[src/logic/scope_pkg.sv]
// Scope package
// Shared widths, command codes, status constants and the records
// that pass between the command, acquisition and response blocks.

package scope_pkg;

	typedef logic signed [11:0] sample_t;   // adc sample
	typedef logic [9:0]         buf_addr_t; // ring buffer address
	typedef logic [15:0]        count16_t;  // event and sample counts
	typedef logic [7:0]         byte_t;
	typedef logic [31:0]        word_t;     // output stream word
	typedef logic [31:0]        length_t;   // readout length in bytes

	typedef enum logic [7:0] {
		TRIG_NONE    = 8'd0,
		TRIG_RISING  = 8'd1,
		TRIG_FALLING = 8'd2
	} trig_type_e;

	typedef enum logic [7:0] {
		CMD_READOUT    = 8'd0,
		CMD_ARM        = 8'd1,
		CMD_INFO       = 8'd2,
		CMD_TRIG_CFG   = 8'd8,
		CMD_DOWNSAMPLE = 8'd9
	} cmd_code_e;

	// b0 sits in the low byte, as it arrives first
	typedef struct packed {
		byte_t b7;
		byte_t b6;
		byte_t b5;
		byte_t b4;
		byte_t b3;
		byte_t b2;
		byte_t b1;
		byte_t b0; // command code
	} cmd_t;

	typedef struct packed {
		trig_type_e trig_type;
		sample_t    lower_thresh;
		sample_t    upper_thresh;
		byte_t      tot_count;      // time over threshold
		count16_t   length_to_take; // samples after trigger
		logic [4:0] downsample;     // keep one of 2^n
	} acq_cfg_t;

	typedef struct packed {
		count16_t  event_count;
		count16_t  post_count;
		buf_addr_t trig_addr;
	} acq_status_t;

	typedef struct packed {
		logic      readout;    // buffer readout instead of one word
		word_t     const_word;
		length_t   length;
		buf_addr_t start_addr;
	} resp_req_t;

	localparam word_t    FW_VERSION  = 32'd16;
	localparam count16_t STATUS_DONE = '1; // event complete marker

endpackage

[src/logic/cmd_receiver.sv]
// Command receiver
// Packs eight stream bytes into one command and holds it
// until the decoder takes it.

`timescale 1ns/100ps

module cmd_receiver import scope_pkg::*; (
	input  logic  clk,
	input  logic  rstn,
	input  logic  i_tvalid,
	input  byte_t i_tdata,
	output logic  o_tready,
	output cmd_t  o_cmd,
	output logic  o_cmd_valid,
	input  logic  i_cmd_ready
);

	logic [2:0] byte_cnt;
	logic       byte_take;

	assign o_tready  = !o_cmd_valid; // stall while a command waits
	assign byte_take = i_tvalid && o_tready;

	always_ff @(posedge clk or negedge rstn) begin
		if (!rstn) begin
			byte_cnt    <= '0;
			o_cmd_valid <= 1'b0;
		end else begin
			if (byte_take)
				byte_cnt <= byte_cnt + 3'd1; // wraps after b7
			if (byte_take && byte_cnt == 3'd7)
				o_cmd_valid <= 1'b1;
			else if (i_cmd_ready)
				o_cmd_valid <= 1'b0;
		end
	end

	always_ff @(posedge clk) begin
		if (byte_take)
			o_cmd[byte_cnt*8 +: 8] <= i_tdata;
	end

endmodule

[config.mk]
export PLATFORM = sky130hd
export DESIGN_NAME = cmd_receiver
export DESIGN_NICKNAME = d
export VERILOG_FILES = /design/src/logic/scope_pkg.sv /design/src/logic/cmd_receiver.sv
export SDC_FILE = /design/constraint.sdc
export NUM_CORES = 1
export LEC_CHECK = 0
export BUFFER_PORTS_ARGS = -buffer_cell sky130_fd_sc_hd__buf_2
export CORE_MARGIN = 2
export CORE_UTILIZATION = 52
export CTS_CLUSTER_DIAMETER = 60
export DETAILED_ROUTE_END_ITERATION = 8
export PLACE_DENSITY = 0.75
export SYNTH_ARGS = -nofsm -noshare
export SYNTH_HDL_FRONTEND = slang
export SYNTH_SLANG_ARGS = --single-unit
[constraint.sdc]
create_clock -name clk -period 3.64 [get_ports clk]
set_input_delay 0.364 -clock clk [delete_from_list [all_inputs] [get_ports clk]]
set_output_delay 0.364 -clock clk [all_outputs]
set_load 0.005 [all_outputs]
==> flow_metrics.env <==
export IMPL_fin_nets=291
export IMPL_yosys_warnings=0
export IMPL_worst_pin_slew_ps=1290
export IMPL_skew_ps=7.35
export IMPL_status="finished, final reports clean"
export IMPL_endpoint_kind="flop"
export IMPL_cts_tree="yes"
export IMPL_start_kind="flop"
export IMPL_yosysMostFrequentCell="edfxtp_1"
export IMPL_ctsLongestPathBuffers=2
export IMPL_cts_root_buf="clkbuf_8"
export IMPL_crit_required_ps=3690
export IMPL_synth_area_per_cell_sq_um=15.9
export IMPL_dr_pass1_iters=4
export IMPL_finalCoreUtilization_pct=65.9
export IMPL_cts_resized_gates=0
export IMPL_power_frac_clock_pct=21.1
export IMPL_diodes=0
export IMPL_cts_sinks=68
export IMPL_ys_types=28
export IMPL_rows=27
export IMPL_p_int_mw=1.78
export IMPL_ys_top_cells_by_area="edfxtp_1 65%, and3_1 6.7%, and4bb_2 5.9%"
export IMPL_die_w_microns=79.7
export IMPL_p_comb_share_pct=37.4
export IMPL_rsz0062_at_grt="no"
export IMPL_routedWlPerCell_microns=16.7
export IMPL_fmax_mhz=352
export IMPL_power_density_nw_per_um2=744
export IMPL_numCtsBuffers=9
export IMPL_vias=1806
export IMPL_synth_edff_count=64
export IMPL_path_class="flop to flop"
export IMPL_critPathArrivalTime_ps=2890
export IMPL_fin_setup_tns_ps=0
export IMPL_grt_use_total_pct=19.5
export IMPL_grt_max_degree=26
export IMPL_dp_hpwl_microns=3890
export IMPL_synthArstFlopShare_pct=5.88
export IMPL_netSwitchingPower_mw=0.918
export IMPL_swShare_pct=34.0
export IMPL_hold_path_class="input port to flop"
export IMPL_io_pins=78
export IMPL_clkTransAtPathRegs_ps=60
export IMPL_hold_violations=0
export IMPL_synth_top_cells_by_count="64 x edfxtp_1, 32 x and3_1, 14 x and2_1, 14 x and4bb_2, 7 x ha_1"
export IMPL_synth_area_sq_um=2980
export IMPL_dieArea_sq_um=6350
export IMPL_port_buffers=77
export IMPL_clock_latency_ps=340
export IMPL_syn_to_final_growth_pct=21.9
export IMPL_synth_top_area_share_pct=64.5
export IMPL_initial_core_util_pct=54.1
export IMPL_post_place_cells=332
export IMPL_grt_pass1_wl_microns=8960
export IMPL_yosysSeqAreaShare_pct=67.9
export IMPL_vias_per_cell=5.17
export IMPL_grt_pass1_vias=1734
export IMPL_core_area_sq_um=5510
export IMPL_leakage_nw=1.57
export IMPL_p_total_mw=2.70
export IMPL_yosys_area_top_type="edfxtp_1"
export IMPL_htreeDepth=3
export IMPL_power_frac_seq_pct=41.5
export IMPL_drc=0
export IMPL_gp_congestion=0.851
export IMPL_die_y_microns=79.7
export IMPL_dpl_instance_area_sq_um=3440
export IMPL_antenna_found_initial=0
export IMPL_fillCellCount=415
export IMPL_ant_nets=0
export IMPL_synth_seq_cells=68
export IMPL_drive_above_1_share_pct=43.3
export IMPL_post_route_period_util_pct=78.1
export IMPL_layout_cell_area_non_filler_sq_um=3630
export IMPL_stdcell_count=349
export IMPL_fin_crit_ps=2840
export IMPL_ir_drop_uv=494
export IMPL_grt_overflow_total=0
export IMPL_setup_violations=0
export IMPL_routed_wl_microns=5840
export IMPL_synth_nets=206
export IMPL_drv_slew=0
export IMPL_synth_cells=187
export IMPL_drtIter0Drc=117
export IMPL_path_max_fanout=15
export IMPL_synth_ff_type="edfxtp_1"
export IMPL_drv_cap=0
export IMPL_max_slew_margin_pct=13.7
cell usage in the layout (no fill, tap or decap):
master / synthesis / final
xnor2_1: 1 / 1
clkinv_2: 0 / 1
nand2_1: 4 / 4
nor3b_1: 5 / 5
and3_1: 32 / 32
ha_1: 7 / 7
edfxtp_1: 64 / 64
nor3_1: 4 / 4
nor4b_4: 3 / 3
nor4b_2: 1 / 1
or2_2: 1 / 1
and2_1: 14 / 14
nor4bb_1: 2 / 2
bufinv_16: 0 / 1
nand2b_4: 1 / 1
nand2b_1: 1 / 1
nand3b_1: 1 / 1
clkbuf_8: 0 / 9
o21ai_0: 1 / 1
nor2b_1: 2 / 2
nor4b_1: 3 / 3
dlygate4sd3_1: 0 / 1
nor2_1: 3 / 3
mux2_2: 2 / 2
inv_1: 4 / 4
clkinv_1: 0 / 4
dfrtp_1: 4 / 4
clkinvlp_4: 0 / 1
buf_2: 3 / 77
nor4bb_2: 1 / 1
and4bb_2: 14 / 14
buf_4: 3 / 8
layout make-up:
class	instances	area (sq um)	share of cell area [%]
clock buffer	9	124	3.41
clock inverter	7	57.6	1.59
inverter	4	15.0	0.414
multi-input combinational	103	866	23.9
sequential	68	2020	55.7
tap	72	90.1	2.48
timing repair buffer	86	455	12.5
power by group through the flow:
stage | logic [mW] | registers [mW] | clock network, mW
global placement | 0.974 | 1.14 | 0
finish | 1.01 | 1.12 | 0.571
floorplan | 0.807 | 1.13 | 0
detailed placement | 0.999 | 1.14 | 0
global route | 1.12 | 1.14 | 0.614
CTS | 1.01 | 1.12 | 0.578
repair_timing:
action                     in CTS  in global routing
hold endpoints to repair        4                  0
buffers inserted                0                  0
hold buffers                    1                  0
setup endpoints to repair       0                  0
path summary, 6_finish.rpt:
| path | slack, ps | cells past startpoint | to | startpoint |
|---|---|---|---|---|
| max in group asynchronous | 3170 | 2 | byte_cnt[1]$_DFFE_PN0P_ | rstn |
| min reg2reg | 580 | 2 | o_cmd_valid$_DFFE_PN0P_ | o_cmd_valid$_DFFE_PN0P_ |
| min | 200 | 2 | o_cmd_valid$_DFFE_PN0P_ | i_cmd_ready |
| min in group asynchronous | 350 | 2 | o_cmd_valid$_DFFE_PN0P_ | rstn |
| max reg2reg | 800 | 6 | o_cmd[0]$_DFFE_PP_ | byte_cnt[0]$_DFFE_PN0P_ |
| max | 800 | 6 | o_cmd[0]$_DFFE_PP_ | byte_cnt[0]$_DFFE_PN0P_ |
registers in the layout, indices dropped and copies added, names as in the netlist:
signal,count
byte_cnt,3
o_cmd,64
o_cmd_valid,1
per-layer routing:
layer	routed length, microns	track usage, %
met5	0	0
met4	62	6.72
met3	355	5.88
met2	2870	30.8
met1	2550	25.9
through the flow:
stage / worst slack (ps) / hold slack [ps]
global route: 571 / 214
finish: 799 / 204
detailed placement: 833 / 172
global placement: 934 / 174
floorplan: 768 / 68.4
CTS: 817 / 196
logic make-up after synthesis:
kind of cell,after synthesis,share of synthesized area [%]
AOI/OAI and AO/OA,1,0.168
xor gates and xnor gates,1,0.294
adders and majority gates,7,2.94
buffers and inverters,16,3.02
DFF,68,67.9
muxes,2,0.756
and+or+nand+nor,92,24.9
worst max-delay path: stages (launching register included):
cell	delay (ps)
dfrtp_1	670
inv_1	130
ha_1	240
ha_1	530
nor4b_4	520
nor3b_1	260
buf_4	200
Note: power is estimated with default switching activity, not from simulation.
