--- src/logic/scope_pkg.sv ---
// Scope package
// Shared widths, command codes, status constants and the records
// that pass between the command, acquisition and response blocks.

package scope_pkg;

	typedef logic signed [11:0] sample_t;   // adc sample
	typedef logic [9:0]         buf_addr_t; // ring buffer address
	typedef logic [15:0]        count16_t;  // event and sample counts
	typedef logic [7:0]         byte_t;
	typedef logic [31:0]        word_t;     // output stream word
	typedef logic [31:0]        length_t;   // readout length in bytes

	typedef enum logic [7:0] {
		TRIG_NONE    = 8'd0,
		TRIG_RISING  = 8'd1,
		TRIG_FALLING = 8'd2
	} trig_type_e;

	typedef enum logic [7:0] {
		CMD_READOUT    = 8'd0,
		CMD_ARM        = 8'd1,
		CMD_INFO       = 8'd2,
		CMD_TRIG_CFG   = 8'd8,
		CMD_DOWNSAMPLE = 8'd9
	} cmd_code_e;

	// b0 sits in the low byte, as it arrives first
	typedef struct packed {
		byte_t b7;
		byte_t b6;
		byte_t b5;
		byte_t b4;
		byte_t b3;
		byte_t b2;
		byte_t b1;
		byte_t b0; // command code
	} cmd_t;

	typedef struct packed {
		trig_type_e trig_type;
		sample_t    lower_thresh;
		sample_t    upper_thresh;
		byte_t      tot_count;      // time over threshold
		count16_t   length_to_take; // samples after trigger
		logic [4:0] downsample;     // keep one of 2^n
	} acq_cfg_t;

	typedef struct packed {
		count16_t  event_count;
		count16_t  post_count;
		buf_addr_t trig_addr;
	} acq_status_t;

	typedef struct packed {
		logic      readout;    // buffer readout instead of one word
		word_t     const_word;
		length_t   length;
		buf_addr_t start_addr;
	} resp_req_t;

	localparam word_t    FW_VERSION  = 32'd16;
	localparam count16_t STATUS_DONE = '1; // event complete marker

endpackage

--- src/logic/cmd_decoder.sv ---
// Command decoder
// Interprets each command, keeps the acquisition settings and
// issues arm pulses and response requests to the streamer.

`timescale 1ns/100ps

module cmd_decoder import scope_pkg::*; (
	input  logic        clk,
	input  logic        rstn,
	input  cmd_t        i_cmd,
	input  logic        i_cmd_valid,
	output logic        o_cmd_ready,
	input  acq_status_t i_status,
	output acq_cfg_t    o_cfg,
	output logic        o_arm,
	output resp_req_t   o_req,
	output logic        o_req_valid,
	input  logic        i_req_ready
);

	buf_addr_t pretrig_offset;
	logic      cmd_take;
	logic      reply_en;
	resp_req_t reply;
	byte_t     lo_base;
	byte_t     hi_base;

	assign o_cmd_ready = i_req_ready && !o_req_valid;
	assign cmd_take    = i_cmd_valid && o_cmd_ready;

	// thresholds are base*16 + 8 truncated to 12 bits
	assign lo_base = i_cmd.b1 - i_cmd.b2 - 8'd128;
	assign hi_base = i_cmd.b1 + i_cmd.b2 - 8'd128;

	// ------------------------------
	// reply for the current command
	// ------------------------------
	always_comb begin
		reply_en         = 1'b1;
		reply.readout    = 1'b0;
		reply.const_word = '0;
		reply.length     = 32'd4;                                 // one status word
		reply.start_addr = i_status.trig_addr - pretrig_offset; // look back before trigger
		case (i_cmd.b0)
			CMD_READOUT: begin
				reply.readout = 1'b1;
				reply.length  = {i_cmd.b7, i_cmd.b6, i_cmd.b5, i_cmd.b4};
			end
			CMD_ARM:
				reply.const_word = {i_status.event_count, i_status.post_count};
			CMD_INFO: begin
				reply.const_word = FW_VERSION;
				reply_en         = (i_cmd.b1 == 8'd0); // only the version is known
			end
			CMD_TRIG_CFG, CMD_DOWNSAMPLE:
				reply.const_word = word_t'(i_cmd.b0); // echo the code
			default:
				reply_en = 1'b0; // unknown code gets no reply
		endcase
	end

	// ------------------------------
	// settings and handshakes
	// ------------------------------
	always_ff @(posedge clk or negedge rstn) begin
		if (!rstn) begin
			o_cfg          <= '0;
			pretrig_offset <= '0;
			o_arm          <= 1'b0;
			o_req_valid    <= 1'b0;
		end else begin
			o_arm <= cmd_take && (i_cmd.b0 == CMD_ARM);
			if (cmd_take)
				o_req_valid <= reply_en;
			else if (i_req_ready)
				o_req_valid <= 1'b0;
			if (cmd_take) begin
				case (i_cmd.b0)
					CMD_ARM: begin
						o_cfg.trig_type      <= trig_type_e'(i_cmd.b1);
						o_cfg.length_to_take <= {i_cmd.b5, i_cmd.b4};
					end
					CMD_TRIG_CFG: begin
						o_cfg.lower_thresh <= {lo_base, 4'h8};
						o_cfg.upper_thresh <= {hi_base, 4'h8};
						o_cfg.tot_count    <= i_cmd.b5;
						pretrig_offset     <= {i_cmd.b3[1:0], i_cmd.b4};
					end
					CMD_DOWNSAMPLE:
						o_cfg.downsample <= i_cmd.b1[4:0];
					default: ;
				endcase
			end
		end
	end

	always_ff @(posedge clk) begin
		if (cmd_take && reply_en)
			o_req <= reply;
	end

endmodule

--- config.mk ---
export PLATFORM = sky130hd
export DESIGN_NAME = cmd_decoder
export DESIGN_NICKNAME = d
export VERILOG_FILES = /design/src/logic/scope_pkg.sv /design/src/logic/cmd_decoder.sv
export SDC_FILE = /design/constraint.sdc
export NUM_CORES = 1
export LEC_CHECK = 0
export ABC_CLOCK_PERIOD_IN_PS = 20700
export BUFFER_PORTS_ARGS = -buffer_cell sky130_fd_sc_hd__buf_2
export CORE_MARGIN = 2
export CORE_UTILIZATION = 55
export CTS_BUF_LIST = sky130_fd_sc_hd__clkbuf_4 sky130_fd_sc_hd__clkbuf_8
export DETAILED_ROUTE_END_ITERATION = 8
export PLACE_DENSITY = 0.88
export REMOVE_ABC_BUFFERS = 1
export SKIP_CTS_REPAIR_TIMING = 1
export SYNTH_ARGS = -nofsm -noshare
export SYNTH_HDL_FRONTEND = slang
export SYNTH_SLANG_ARGS = --single-unit
--- constraint.sdc ---
create_clock -name clk -period 20.7 [get_ports clk]
set_input_delay 5.175 -clock clk [delete_from_list [all_inputs] [get_ports clk]]
set_output_delay 5.175 -clock clk [all_outputs]
set_load 0.02 [all_outputs]
==> results of run 1 <==
[final cells by class]
type	count	area (um2)
fill	771	3320
tap	143	179
timing repair buffer	239	1200
inverter	34	128
multi-input combinational	285	2360
clock inverter	14	154
clock buffer	18	241
sequential	140	3880
[kinds of logic after synthesis]
logic type / after synthesis / synth area share [%]
DFF: 140 / 59.6
buffers and inverters: 58 / 4.69
muxes: 50 / 9.93
xor gates and xnor gates: 19 / 2.56
and+or+nand+nor: 120 / 10.4
other: 1 / 0.0577
AOI/OAI and AO/OA: 52 / 5.06
adders and majority gates: 38 / 7.66
[per-layer routing]
layer	GRT usage [%]	wire, um
met1	27.4	5650
met2	42.7	7910
met3	8.46	1380
met4	8.54	289
met5	0	0
[stage by stage]
step	area, um2	std cells	util, %
2_1_floorplan	6340	459	-
3_3_place_gp	7750	841	67.6
3_5_place_dp	7750	841	67.6
4_1_cts	8140	873	71.0
5_1_grt	8140	873	71.0
6_report	8140	873	71.0
[critical path, cell delays in order]
cell	delay [ns]
buf_2	0.09
nor2b_1	0.16
buf_2	0.18
[flip-flops by register name, summed over array words and instances, names as in the netlist]
| signal | flops |
|---|---|
| o_req_valid | 1 |
| pretrig_offset | 10 |
| o_arm | 1 |
| o_cfg | 53 |
| o_req | 75 |
[power by group]
group / total (mW) / switching [mW] / internal [mW] / leakage, nW
sequential: 0.298 / 0.00223 / 0.296 / 1.45
clock: 0.220 / 0.101 / 0.118 / 0.195
combinational: 0.0608 / 0.0342 / 0.0267 / 2.21
total: 0.579 / 0.138 / 0.441 / 3.85
[cells in the final DEF, fill, tap and decap left out, types with 4 or more instances in the layout]
| cell type | count |
|---|---|
| a21oi_1 | 7 |
| inv_1 | 34 |
| conb_1 | 6 |
| xor2_1 | 10 |
| and2_1 | 60 |
| o21ai_0 | 18 |
| buf_2 | 236 |
| edfxtp_1 | 75 |
| dfrtp_1 | 65 |
| mux2_4 | 22 |
| xnor2_1 | 9 |
| mux2_2 | 28 |
| a21o_1 | 6 |
| nand2_1 | 19 |
| ha_1 | 35 |
| clkbuf_8 | 17 |
| or2_2 | 4 |
| nor2_1 | 12 |
| clkinv_2 | 6 |
| nand2b_1 | 5 |
| a211oi_1 | 5 |
| clkinvlp_4 | 4 |
[worst max-delay path by stage]
stage	slack [ns]	cells past startpoint	startpoint	end
final	9.91	3	i_req_ready	o_cmd_ready
after detailed placement	9.92	3	i_req_ready	o_cmd_ready
after CTS	9.91	3	i_req_ready	o_cmd_ready
after global routing	9.87	3	i_req_ready	o_cmd_ready
after global placement	9.94	3	i_req_ready	o_cmd_ready
after floorplan	8.75	3	i_req_ready	o_req[0]
==> metrics.txt, run 1 <==
outcome finished clean; Max Freq 0.0927 GHz; leakage 3.85 nW; Hold Fails Final Rpt 0; initial antenna violation count 0; CTS buffer count 17; initial DRC count 265; DRC viols 0; number of setup violations in the final report 0; Yosys reg bits 140; Port Buffers 236; gpl congestion 0.824; CTS clk-pin slew, worst paths ~0.070 ns; clk root buf clkbuf_8; largest net degree at the start of global routing 76; CP Class input port to output port; Mean Syn Cell Area 13.6 um2; total power between 0.5 and 0.6 mW; hold slack 0.482 ns; layout net count just under 900; Post-synth EDFFs 75; Sink Count 140; clk_lat worst skew ~0.44 ns; Worst Max-Slew Pin Slew 1.08 ns; Slew Limit Fails 0; hold path start o_cfg[37]; Setup WS post-layout 9.91 ns; WL per Instance 17.4 um; worst reg2reg endpoint o_req[8]; Initial Utilization 56.7%; post-synthesis cell area between 0.006 and 0.007 mm2; RSZ-0062 raised after global routing false; Synth Flop Type edfxtp_1; CTS HTree Levels 4; reg2reg setup slack 18.40 ns; Yosys cell types 40; vias 4,612; First-pass DRT Iterations 5; Synth area leader edfxtp_1; final WL roughly 15,000 um; Setup Skew 0.00614 ns; launching point of the worst reg2reg path pretrig_offset[0]; setup_tns 0 ns; pwr dens 71.1 mW/mm2; Hold Crit Class register to register; top-area cell type share of the netlist area 34.6%; Die W roughly 110 um; required time of the critical path 15.53 ns; post-synthesis sequential area ratio between 50% and 60%; VDD IR max ~60 uV; FP Rows 39; Hold Path Depth 2; fin crit share 52.1%; routed vias/inst 5.28; Final HPWL DP 11,200 um; max-cap violation count 0; core area 0.0115 mm2; Rel. slew slack approximately 28%; asr flop ratio synth 46.4%; Arr. time, crit path 5.61 ns; maximum root-to-sink buffer count 2; Reg2Reg Depth 8; hold path endpoint o_cfg[37]; leading post-synthesis cells by cell area edfxtp_1 (35%), dfrtp_1 (25%), ha_1 (6.7%), and2_1 (5.8%), mux2_4 (5.1%); die area 0.0127 mm2; CP Launch Type input port; CTS tree done; share of cells above drive strength 1 between 40% and 50%; Synth-to-Final Area Change 25.2%; crit end category output port; most common cell in the synthesized netlist edfxtp_1; Crit Path Max Fanout 2; Tot GR Track Use between 20 and 25%; fin crit period 10.79 ns; die height 113 um; io pins between 200 and 250; first-pass GRT wire length ~23,000 um; vias in the first global route 4,729; most frequent cells after synthesis edfxtp_1 (75), dfrtp_1 (65), and2_1 (60); pre-CTS WS 9.92 ns; remaining antenna violation count 0; grt ovf 0; Yosys Warn Count 0; Syn Inst Count around 480; Ant. Diodes 0
(Power assumes the default switching activity.)
==> run 2, diff against run 1 <==
--- a/config.mk
+++ b/config.mk
@@ -5,13 +5,13 @@
 export SDC_FILE = /design/constraint.sdc
 export NUM_CORES = 1
 export LEC_CHECK = 0
-export ABC_CLOCK_PERIOD_IN_PS = 20700
+export ABC_CLOCK_PERIOD_IN_PS = 9800
 export BUFFER_PORTS_ARGS = -buffer_cell sky130_fd_sc_hd__buf_2
 export CORE_MARGIN = 2
-export CORE_UTILIZATION = 55
+export CORE_UTILIZATION = 46
 export CTS_BUF_LIST = sky130_fd_sc_hd__clkbuf_4 sky130_fd_sc_hd__clkbuf_8
 export DETAILED_ROUTE_END_ITERATION = 8
-export PLACE_DENSITY = 0.88
+export PLACE_DENSITY = 0.79
 export REMOVE_ABC_BUFFERS = 1
 export SKIP_CTS_REPAIR_TIMING = 1
 export SYNTH_ARGS = -nofsm -noshare
==> constraint.sdc (replaced) <==
create_clock -name clk -period 9.8 [get_ports clk]
set_input_delay 2.45 -clock clk [delete_from_list [all_inputs] [get_ports clk]]
set_output_delay 2.45 -clock clk [all_outputs]
set_load 0.02 [all_outputs]
==> metrics.txt, run 2 (same netlist as run 1, synthesis figures left out) <==
pwr dens 153 mW/mm2 (+110%); CP Launch Type input port; first-pass GRT wire length 23,100 um (-0.98%); maximum root-to-sink buffer count 2 (unchanged); Reg2Reg Depth 4 (-4); Final HPWL DP 11,200 um (about the same); routed vias/inst 5.00 (-5.4%); Setup WS post-layout 4.46 ns (-5.46 ns); setup_tns 0 ns (unchanged); worst path cell trace buf_2 > nor2b_1 > buf_2; Hold Fails Final Rpt 0 (unchanged); Sink Count 140 (unchanged); Initial Utilization 47.0% (-9.7 points); fin crit share 54.5%; max incr delay on CP 0.19 ns (about the same); Hold Crit Class register to register; VDD IR max 76.6 uV (+31%); WL per Instance 16.8 um (-3.7%); max-cap violation count 0 (unchanged); Hold Path Depth 2 (unchanged); outcome finished clean; Max Freq 0.187 GHz; initial antenna violation count 2 (+2); core area 0.0138 mm2 (+21%); layout net count 865 (unchanged); CTS buffer count 17 (unchanged); clk_lat worst skew 0.44 ns (about the same); Setup Skew 0.00982 ns (+0.00368 ns); max reg flops 75 (unchanged); required time of the critical path 7.35 ns (-8.18 ns); io pins 249 (unchanged); Slew Limit Fails 0 (unchanged); commonest non-fill, non-tap cells in the layout buf_2 (236), edfxtp_1 (75), dfrtp_1 (65); Rel. slew slack 25.2% (-2.7 points); reg2reg setup slack 7.50 ns (-10.90 ns); die height 123 um (+9.0%); clk root buf clkbuf_8; fin crit period 5.34 ns; die area 0.0151 mm2 (+19%); gpl congestion 0.824 (about the same); design area 0.00822 mm2 (+0.92%); Worst path slowest cell buf_2; Port Buffers 236 (unchanged); total power 1.25 mW (+120%); vias 4,554 (-1.3%); Die W 123 um (+9.0%); number of setup violations in the final report 0 (unchanged); vias in the first global route 4,584 (-3.1%); RSZ-0062 raised after global routing false; Arr. time, crit path 2.89 ns (-2.72 ns); DRC viols 0 (unchanged); commonest non-fill, non-tap cell in the layout buf_2; Crit Path Max Fanout 2 (unchanged); grt ovf 0 (unchanged); CP Class input port to output port; placement-stage cell area 0.00779 mm2 (+0.60%); remaining antenna violation count 0 (unchanged); largest net degree at the start of global routing 76 (unchanged); biggest regs o_req (75), o_cfg (53), pretrig_offset (10); initial DRC count 240 (-9.4%); CP dominant cell by count buf_2; final WL 15,300 um (+0.53%); CTS clk-pin slew, worst paths 0.08 ns (about the same); Synth-to-Final Area Change 26.4%; crit end category output port; share of cells above drive strength 1 45.2% (unchanged); CTS tree done; FP Rows 43 (+10%); pre-CTS WS 4.45 ns (-5.46 ns); CTS HTree Levels 4 (unchanged); First-pass DRT Iterations 4 (-1); Worst Max-Slew Pin Slew 1.12 ns (+0.0412 ns); Reg with most FFs o_req; leakage 3.86 nW (+0.12%); Tot GR Track Use 20.4% (-3.9 points)
-- run 2: changes by cell type in the layout (fill, tap and decap cells not counted) --
cell	delta
inv_6	+5
diode_2	+1
clkinv_4	+1
clkinv_2	-6
clkbuf_4	-1
inv_8	+1
-- run 2: worst paths after layout --
path                             startpoint     endpoint
worst min register to register    o_cfg[37]    o_cfg[37]
min in group asynchronous              rstn    o_cfg[57]
max in group asynchronous              rstn    o_cfg[22]
worst max register to register  o_req_valid    o_req[74]
worst max-delay path            i_req_ready  o_cmd_ready
worst min-delay path              o_cfg[37]    o_cfg[37]
-- run 2: worst max-delay path: cells and delay by family --
kind | cells | cell delay, ns
and+or+nand+nor | 1 | 0.16
buffers and inverters | 2 | 0.28
-- run 2: per-stage QoR --
step                      cells  hold WS, ns  utilization (%)
final                       911        0.490             59.4
after floorplan             459        0.479                -
after global placement      878        0.455             56.4
after detailed placement    878        0.466             56.4
after global routing        910        0.519             59.4
after CTS                   910        0.494             59.4
-- run 2: metal layers --
layer | GRT usage, % | vias up | part of all wire, %
met1 | 23.0 | 2204 | 39
met2 | 36.5 | 214 | 51
li1 | - | 2115 | -
met3 | 5.67 | 21 | 8.4
met4 | 7.61 | 0 | 1.8
met5 | 0 | - | 0
-- run 2: cell type report --
type	count	area [um2]
Antenna cell	1	2.50
Clock buffer	17	234
Clock inverter	15	188
Fill cell	1084	5610
Inverter	34	128
Multi-Input combinational cell	285	2360
Sequential cell	140	3880
Tap cell	180	225
Timing Repair Buffer	239	1200
-- run 2: power by group --
| group | leakage, nW | switching (mW) | internal, mW |
|---|---|---|---|
| logic | 2.21 | 0.0728 | 0.0565 |
| registers | 1.45 | 0.00448 | 0.625 |
| clock network | 0.200 | 0.238 | 0.256 |
