--- src/logic/scope_pkg.sv ---
// Scope package
// Shared widths, command codes, status constants and the records
// that pass between the command, acquisition and response blocks.

package scope_pkg;

	typedef logic signed [11:0] sample_t;   // adc sample
	typedef logic [9:0]         buf_addr_t; // ring buffer address
	typedef logic [15:0]        count16_t;  // event and sample counts
	typedef logic [7:0]         byte_t;
	typedef logic [31:0]        word_t;     // output stream word
	typedef logic [31:0]        length_t;   // readout length in bytes

	typedef enum logic [7:0] {
		TRIG_NONE    = 8'd0,
		TRIG_RISING  = 8'd1,
		TRIG_FALLING = 8'd2
	} trig_type_e;

	typedef enum logic [7:0] {
		CMD_READOUT    = 8'd0,
		CMD_ARM        = 8'd1,
		CMD_INFO       = 8'd2,
		CMD_TRIG_CFG   = 8'd8,
		CMD_DOWNSAMPLE = 8'd9
	} cmd_code_e;

	// b0 sits in the low byte, as it arrives first
	typedef struct packed {
		byte_t b7;
		byte_t b6;
		byte_t b5;
		byte_t b4;
		byte_t b3;
		byte_t b2;
		byte_t b1;
		byte_t b0; // command code
	} cmd_t;

	typedef struct packed {
		trig_type_e trig_type;
		sample_t    lower_thresh;
		sample_t    upper_thresh;
		byte_t      tot_count;      // time over threshold
		count16_t   length_to_take; // samples after trigger
		logic [4:0] downsample;     // keep one of 2^n
	} acq_cfg_t;

	typedef struct packed {
		count16_t  event_count;
		count16_t  post_count;
		buf_addr_t trig_addr;
	} acq_status_t;

	typedef struct packed {
		logic      readout;    // buffer readout instead of one word
		word_t     const_word;
		length_t   length;
		buf_addr_t start_addr;
	} resp_req_t;

	localparam word_t    FW_VERSION  = 32'd16;
	localparam count16_t STATUS_DONE = '1; // event complete marker

endpackage

--- src/logic/resp_streamer.sv ---
// Response streamer
// Sends single status words and buffer readouts on the output stream,
// two samples per word, with keep and last from the remaining bytes.

`timescale 1ns/100ps

module resp_streamer import scope_pkg::*; #(
	parameter int BUF_AW = 10
) (
	input  logic       clk,
	input  logic       rstn,
	input  resp_req_t  i_req,
	input  logic       i_req_valid,
	output logic       o_req_ready,
	output buf_addr_t  o_rd_addr,
	input  sample_t    i_rd_data,
	output logic       o_readout_done,
	output logic       o_tvalid,
	output word_t      o_tdata,
	output logic [3:0] o_tkeep,
	output logic       o_tlast,
	input  logic       i_tready
);

	typedef enum logic [2:0] {
		ST_IDLE,
		ST_FETCH, // first read address out
		ST_LOW,   // low sample arrives
		ST_HIGH,  // high sample arrives
		ST_SEND
	} tx_state_e;

	tx_state_e         state;
	logic              is_readout;
	length_t           remain;
	logic [BUF_AW-1:0] rd_addr;
	sample_t           lo_sample;
	logic              word_done;

	assign o_req_ready = (state == ST_IDLE);
	assign o_rd_addr   = buf_addr_t'(rd_addr);
	assign word_done   = o_tvalid && i_tready;

	// remain only changes on a transfer, so these hold while stalled
	assign o_tlast = (remain <= 32'd4);
	assign o_tkeep = (remain >= 32'd4) ? 4'b1111 : ~(4'b1111 << remain[1:0]);

	// ------------------------------
	// control
	// ------------------------------
	always_ff @(posedge clk or negedge rstn) begin
		if (!rstn) begin
			state          <= ST_IDLE;
			is_readout     <= 1'b0;
			remain         <= '0;
			o_tvalid       <= 1'b0;
			o_readout_done <= 1'b0;
		end else begin
			o_readout_done <= word_done && o_tlast && is_readout;
			case (state)
				ST_IDLE: begin
					if (i_req_valid) begin
						is_readout <= i_req.readout;
						remain     <= i_req.length;
						o_tvalid   <= !i_req.readout; // status word goes out at once
						state      <= i_req.readout ? ST_FETCH : ST_SEND;
					end
				end
				ST_FETCH:
					state <= ST_LOW;
				ST_LOW:
					state <= ST_HIGH;
				ST_HIGH: begin
					o_tvalid <= 1'b1;
					state    <= ST_SEND;
				end
				ST_SEND: begin
					if (word_done) begin
						o_tvalid <= 1'b0;
						if (o_tlast) begin
							state <= ST_IDLE;
						end else begin
							remain <= remain - 32'd4;
							state  <= ST_LOW; // next sample already addressed
						end
					end
				end
				default:
					state <= ST_IDLE;
			endcase
		end
	end

	// ------------------------------
	// read address and word assembly
	// ------------------------------
	always_ff @(posedge clk) begin
		case (state)
			ST_IDLE: begin
				if (i_req_valid) begin
					rd_addr <= i_req.start_addr[BUF_AW-1:0];
					o_tdata <= i_req.const_word;
				end
			end
			ST_FETCH:
				rd_addr <= rd_addr + 1'b1;
			ST_LOW: begin
				lo_sample <= i_rd_data;
				rd_addr   <= rd_addr + 1'b1;
			end
			ST_HIGH:
				o_tdata <= {4'h0, i_rd_data, 4'h0, lo_sample};
			ST_SEND:
				if (word_done)
					rd_addr <= rd_addr + 1'b1; // wraps around the ring
			default: ;
		endcase
	end

endmodule

--- config.mk ---
export PLATFORM = sky130hd
export DESIGN_NAME = resp_streamer
export DESIGN_NICKNAME = d
export VERILOG_FILES = /design/src/logic/scope_pkg.sv /design/src/logic/resp_streamer.sv
export SDC_FILE = /design/constraint.sdc
export NUM_CORES = 1
export LEC_CHECK = 0
export ABC_AREA = 1
export BUFFER_PORTS_ARGS = -buffer_cell sky130_fd_sc_hd__buf_2
export CAP_MARGIN = 25
export CORE_MARGIN = 2
export CORE_UTILIZATION = 50
export CTS_BUF_LIST = sky130_fd_sc_hd__clkbuf_4
export DETAILED_ROUTE_END_ITERATION = 8
export PLACE_DENSITY_LB_ADDON = 0.15
export SLEW_MARGIN = 10
export SYNTH_ARGS = -nofsm -noshare
export SYNTH_HDL_FRONTEND = slang
export SYNTH_SLANG_ARGS = --single-unit
export TNS_END_PERCENT = 5
--- constraint.sdc ---
create_clock -name clk -period 4.15 [get_ports clk]
set_clock_uncertainty 0.05 [all_clocks]
set_input_delay 0.83 -clock clk [delete_from_list [all_inputs] [get_ports clk]]
set_output_delay 0.83 -clock clk [all_outputs]
set_load 0.02 [all_outputs]
==> run_results.csv, run 1 <==
group,metric,value,unit
run_status,status,"finished, final reports clean",
die,num_io_pins,141,
die,start_util,51.0,%
place,dp_slack,1.13,ns
synthesis,yosysMostFrequentCell,"nand2_1",
synthesis,synth-simple-area-share,34.7,%
sta,layout_min_cycle_time,3.13,ns
synthesis,synth.area.top_cells,"edfxtp_1 31%, nand2_1 19%, dfrtp_1 18%",
hold_path,hp-class,"in2async",
clock_network,cts_setup_buffers,0,
synthesis,synthAdderAreaFrac,0.723,%
place,dp_hpwl,8.89,mm
global_route,grt-ovfl-total,0,
routing,num_vias,4634,
routing,dr.pass1.iters,4,
layout,layout-drive-gt1-share,26.7,%
power_and_ir_drop,ir_drop,0.285,mV
die,dieArea,11200,sq um
die,design.core.area,10200,sq um
critical_path,max_stage_delay,0.43,ns
sta,tightest_slew,0.948,ns
synthesis,yosys_warnings,0,
synthesis,synth_compound_area_share,6.53,%
clock_network,clk_latency,0.45,ns
synthesis,synth_area_per_cell,7.84,sq um
power_and_ir_drop,p_leak,3.10,nW
clock_network,htreeDepth,3,
global_route,grt_max_degree,46,
clock_network,cts-resized-gates,0,
synthesis,synth_top_cell_by_area,"edfxtp_1",
sta,setup_viol,0,
critical_path,crit_buf_inv,4,
sta,final.period_utilization,75.4,%
clock_network,ctsLongestPathBuffers,2,
synthesis,synth_top_family_by_area,"simple AND/OR/NAND/NOR gates",
routing,antenna_left,0,
layout,final_nets,892,
synthesis,muxShareOfSynthArea,0,%
synthesis,yosysUniqueCellTypes,33,
critical_path,crit_cells,10,
critical_path,crit_chain,"inv_1 -> ha_1 -> inv_1 -> nor2_4 -> nand2_2 -> inv_1 -> nand3_1 -> nor2_1 -> nand2_1 -> buf_2",
critical_path,critPathKind,"reg2out",
sta,relSlewSlack,36.5,%
clock_network,cts_tree,"yes",
routing,wl_per_cell,12.9,um
critical_path,crit_top_cell,"inv_1",
clock_network,holdBufCountCts,0,
synthesis,synthTopCellsByCount,"267 x nand2_1, 74 x nor2_1, 63 x inv_1",
critical_path,rr_startpoint,"state[2]$_DFFE_PN0P_",
sta,hold_violations,0,
sta,fmax,0.319,GHz
place,gp_congestion,0.914,
global_route,antenna_found_initial,0,
routing,vias_per_cell,4.94,
critical_path,cp_slowest_cell,"dfrtp_1",
layout,area_delta_synth_final,18.0,%
sta,fin_ws,1.02,ns
global_route,grt_pass1_wl,20.1,mm
synthesis,synthFlopType,"edfxtp_1",
clock_network,clock-sinks,92,
clock_network,cts_root_buf,"clkbuf_4",
critical_path,cp_max_fo,6,
synthesis,yosysSeqAreaShare,49.5,%
critical_path,reg2regPathDepth,8,
sta,finalSetupTns,0,ns
sta,slew_viol_final,0,
routing,wl,12.1,mm
critical_path,cp-startpoint,"remain[2]$_DFFE_PN0P_",
synthesis,synth_top_cell_area_share,31.2,%
critical_path,worstPathRequired,3.27,ns
synthesis,synth_fp_nets,756,
critical_path,critPathTopFamily,"simple AND/OR/NAND/NOR gates",
synthesis,postSynthCellCount,662,
clock_network,clkTransAtPathRegs,0.15,ns
synthesis,syn_area,5190,sq um
layout,final_util,60.1,%
synthesis,ys_seq_elements,92,
flow_run,drv_cap,0,
place,portBuffers,140,
die,fp-row-count,37,
synthesis,synthXorXnorAreaFrac,1.52,%
clock_network,cts_buffers,9,
critical_path,cp-end-kind,"output pin",
die,die_h,106,um
layout,antenna_cells,0,
synthesis,synth_enable_flop_cells,54,
sta,rsz0062_at_grt,"false",
routing,drc,0,
critical_path,start_kind,"register",
die,die_x,106,um
global_route,first_global_vias,4452,
power_and_ir_drop,power.density,679,nW/um^2
synthesis,synthArstFlopShare,41.3,%
global_route,grt.total_usage,22.2,%
critical_path,crit_arrival,2.25,ns
routing,dr.first_iter.drc_count,251,
-- kinds of logic after synthesis --
group	count (synthesis)
buffers and inverters	85
adders and majority gates	3
xor gates and xnor gates	9
and+or+nand+nor	421
DFF	92
AOI/OAI and AO/OA	52
-- sequential cells by signal, summed over array words and instances, names as in the netlist --
signal          cells
remain             32
lo_sample          12
o_rd_addr          10
o_tvalid            1
o_readout_done      1
o_tdata            32
is_readout          1
state               3
-- power by group --
group	internal [mW]	leakage (nW)	switching (mW)
clock	0.199	0.0809	0.328
sequential	1.40	0.983	0.286
combinational	0.620	2.03	1.32
-- final cells by class --
| class | instances | area (sq um) |
|---|---|---|
| multi-input cells | 485 | 2260 |
| clock inverters | 6 | 71.3 |
| inverters | 67 | 254 |
| repair buffers | 143 | 723 |
| flip-flops and latches | 92 | 2570 |
| clock buffers | 10 | 75.1 |
| fillers | 958 | 4060 |
| well taps | 136 | 170 |
-- through the flow --
stage | instances | cell area, sq um | hold WS [ns] | power (mW)
after global routing | 939 | 6130 | 0.473 | 4.52
after global placement | 923 | 5980 | 0.427 | 3.60
after CTS | 939 | 6130 | 0.457 | 4.19
final | 939 | 6130 | 0.437 | 4.16
after floorplan | 662 | 5190 | 0.404 | 3.17
after detailed placement | 923 | 5980 | 0.431 | 3.67
-- final timing paths --
check	to	slack, ns
min in group clk	is_readout$_DFFE_PN0P_	0.46
max reg2reg	remain[10]$_DFFE_PN0P_	1.15
min	remain[11]$_DFFE_PN0P_	0.44
max	o_tkeep[0]	1.02
min reg2reg	is_readout$_DFFE_PN0P_	0.46
max in group asynchronous	is_readout$_DFFE_PN0P_	3.06
-- layer usage --
metal,track usage (%),up-vias,wire [um],share of wire [%]
met3,3.74,20,676,5.6
met2,37.8,133,5890,49
met4,10.1,0,250,2.1
met1,27.8,2117,5260,44
met5,0,-,0,0
li1,-,2364,-,-
-- layout by cell type, fill, tap and decap left out, drive strengths merged --
cell    Yosys  final
edfxtp     54     54
nor3        2      2
o21bai      4      4
bufinv      0      1
nand4       4      4
a21boi      1      1
clkinv      0      2
o31ai       3      3
nor2       88     88
o211ai      1      1
ha          3      3
inv        67     70
nand3b      1      1
clkbuf      7     10
nand3      40     40
dfrtp      38     38
a21oi       7      7
xor2        4      4
o21ai      36     36
nand2     286    286
buf        11    143
xnor2       5      5
Note: power is estimated with default switching activity, not from simulation.
==> inputs of run 2 (changes only) <==
- clock period: 4.15 -> 3.1 ns (I/O delays scaled with it)
==> run_results.csv, run 2 (synthesized netlist as in run 1, its figures left out) <==
group,metric,value,unit
clock_network,cts-resized-gates,0,
power_and_ir_drop,ir_drop,0.452,mV
critical_path,crit_chain,"inv_1 -> ha_1 -> inv_1 -> nor2_4 -> nand2_2 -> inv_1 -> nand3_1 -> nor2_1 -> nand2_1 -> buf_2",
layout,area.sequential,2570,sq um
sta,relSlewSlack,35.9,%
global_route,antenna_found_initial,0,
hold_path,hp-class,"in2async",
layout,layout_commonest_cell,"nand2_1",
sta,layout_min_cycle_time,2.86,ns
layout,reg_top3,"o_tdata: 32 flops, remain: 32 flops, lo_sample: 12 flops",
clock_network,cts_root_buf,"clkbuf_4",
routing,vias_per_cell,4.86,
critical_path,crit_arrival,2.19,ns
critical_path,cp-end-kind,"output pin",
global_route,grt_pass1_wl,20.6,mm
layout,final_cell_mix,"267 x nand2_1, 140 x buf_2, 74 x nor2_1, 63 x inv_1, 54 x edfxtp_1",
place,dp_hpwl,9.07,mm
layout,antenna_cells,0,
sta,setup_viol,0,
die,start_util,51.0,%
sta,hold_violations,0,
critical_path,start_kind,"register",
die,die_x,106,um
clock_network,cts_tree,"yes",
global_route,grt_max_degree,46,
place,gp_congestion,0.868,
routing,drc,0,
power_and_ir_drop,p_leak,3.10,nW
critical_path,critPathKind,"reg2out",
global_route,grt-ovfl-total,0,
critical_path,r2r_end,"remain[8]$_DFFE_PN0P_",
sta,fin_ws,0.240,ns
routing,num_vias,4577,
routing,dr.pass1.iters,4,
critical_path,worstPathRequired,2.43,ns
sta,rsz0062_at_grt,"false",
die,fp-row-count,37,
clock_network,ctsLongestPathBuffers,2,
clock_network,cts_setup_buffers,0,
critical_path,cp_slowest_cell,"dfrtp_1",
clock_network,htreeDepth,3,
layout,final_nets,894,
critical_path,critPathTopFamily,"simple AND/OR/NAND/NOR gates",
die,die_h,106,um
clock_network,clk_latency,0.47,ns
routing,antenna_left,0,
sta,finalSetupTns,0,ns
clock_network,clock-sinks,92,
clock_network,holdBufCountCts,0,
critical_path,crit_buf_inv,4,
routing,wl_per_cell,13.1,um
critical_path,timing.reg2reg.setup_slack,0.91,ns
critical_path,crit_top_cell,"inv_1",
global_route,first_global_vias,4389,
clock_network,clkTransAtPathRegs,0.17,ns
critical_path,reg2regPathDepth,11,
run_status,status,"finished, final reports clean",
power_and_ir_drop,p_total,5.56,mW
layout,area_delta_synth_final,18.0,%
sta,slew_viol_final,0,
sta,tightest_slew,0.956,ns
critical_path,cp_max_fo,6,
die,dieArea,11200,sq um
clock_network,cts_buffers,9,
layout,multi_input_area,2260,sq um
die,num_io_pins,141,
power_and_ir_drop,power.density,907,nW/um^2
flow_run,drv_cap,0,
die,design.core.area,10200,sq um
place,portBuffers,140,
critical_path,max_stage_delay,0.41,ns
sta,final.period_utilization,92.2,%
critical_path,rr_startpoint,"remain[2]$_DFFE_PN0P_",
sta,fmax,0.350,GHz
global_route,grt.total_usage,23.2,%
routing,dr.first_iter.drc_count,271,
layout,layout-drive-gt1-share,27.0,%
routing,wl,12.3,mm
place,dp_slack,0.718,ns
layout,fill_cells,993,
[run 2: layer usage]
layer  global-route usage (%)  wire length [um]
met1                     29.6              5310
met4                     7.61               214
met2                     39.9              6130
met3                     4.17               682
met5                        0                 0
[run 2: final cells by class]
class | count | share of cell area, %
multi-input combinational | 485 | 36.9
tap | 136 | 2.78
clock buffer | 9 | 1.10
clock inverter | 7 | 1.04
sequential | 92 | 42.0
timing repair buffer | 145 | 12.1
inverter | 67 | 4.15
[run 2: worst max path at each step]
stage | startpoint | to | cells past startpoint
final | remain[3]$_DFFE_PN0P_ | o_tkeep[0] | 10
after global routing | remain[2]$_DFFE_PN0P_ | o_tkeep[0] | 10
after CTS | remain[2]$_DFFE_PN0P_ | o_tkeep[0] | 10
after detailed placement | remain[2]$_DFFE_PN0P_ | o_tkeep[0] | 10
after global placement | remain[2]$_DFFE_PN0P_ | o_tkeep[2] | 10
after floorplan | remain[2]$_DFFE_PN0P_ | o_tkeep[0] | 9
[run 2: report_power, final]
group	switching (mW)	internal, mW
clock network	0.484	0.187
logic	1.79	0.843
registers	0.371	1.88
total	2.65	2.91
[run 2: worst reg2reg max path: cells and delay by family (launching register included)]
kind / cells / cell delay, ns
AOI/OAI and AO/OA: 1 / 0.08
adders and majority gates: 1 / 0.24
and+or+nand+nor: 6 / 0.63
buffers and inverters: 3 / 0.72
DFF: 1 / 0.40
[run 2: stage by stage]
| step | std cells | hold WS [ns] | util (%) | cell area [sq um] |
|---|---|---|---|---|
| 3_5_place_dp | 925 | 0.440 | 58.9 | 5990 |
| 4_1_cts | 941 | 0.231 | 60.1 | 6130 |
| 3_3_place_gp | 925 | 0.423 | 58.9 | 5990 |
| 2_1_floorplan | 662 | 0.274 | - | 5190 |
| 6_report | 941 | 0.205 | 60.1 | 6130 |
| 5_1_grt | 941 | 0.250 | 60.1 | 6130 |
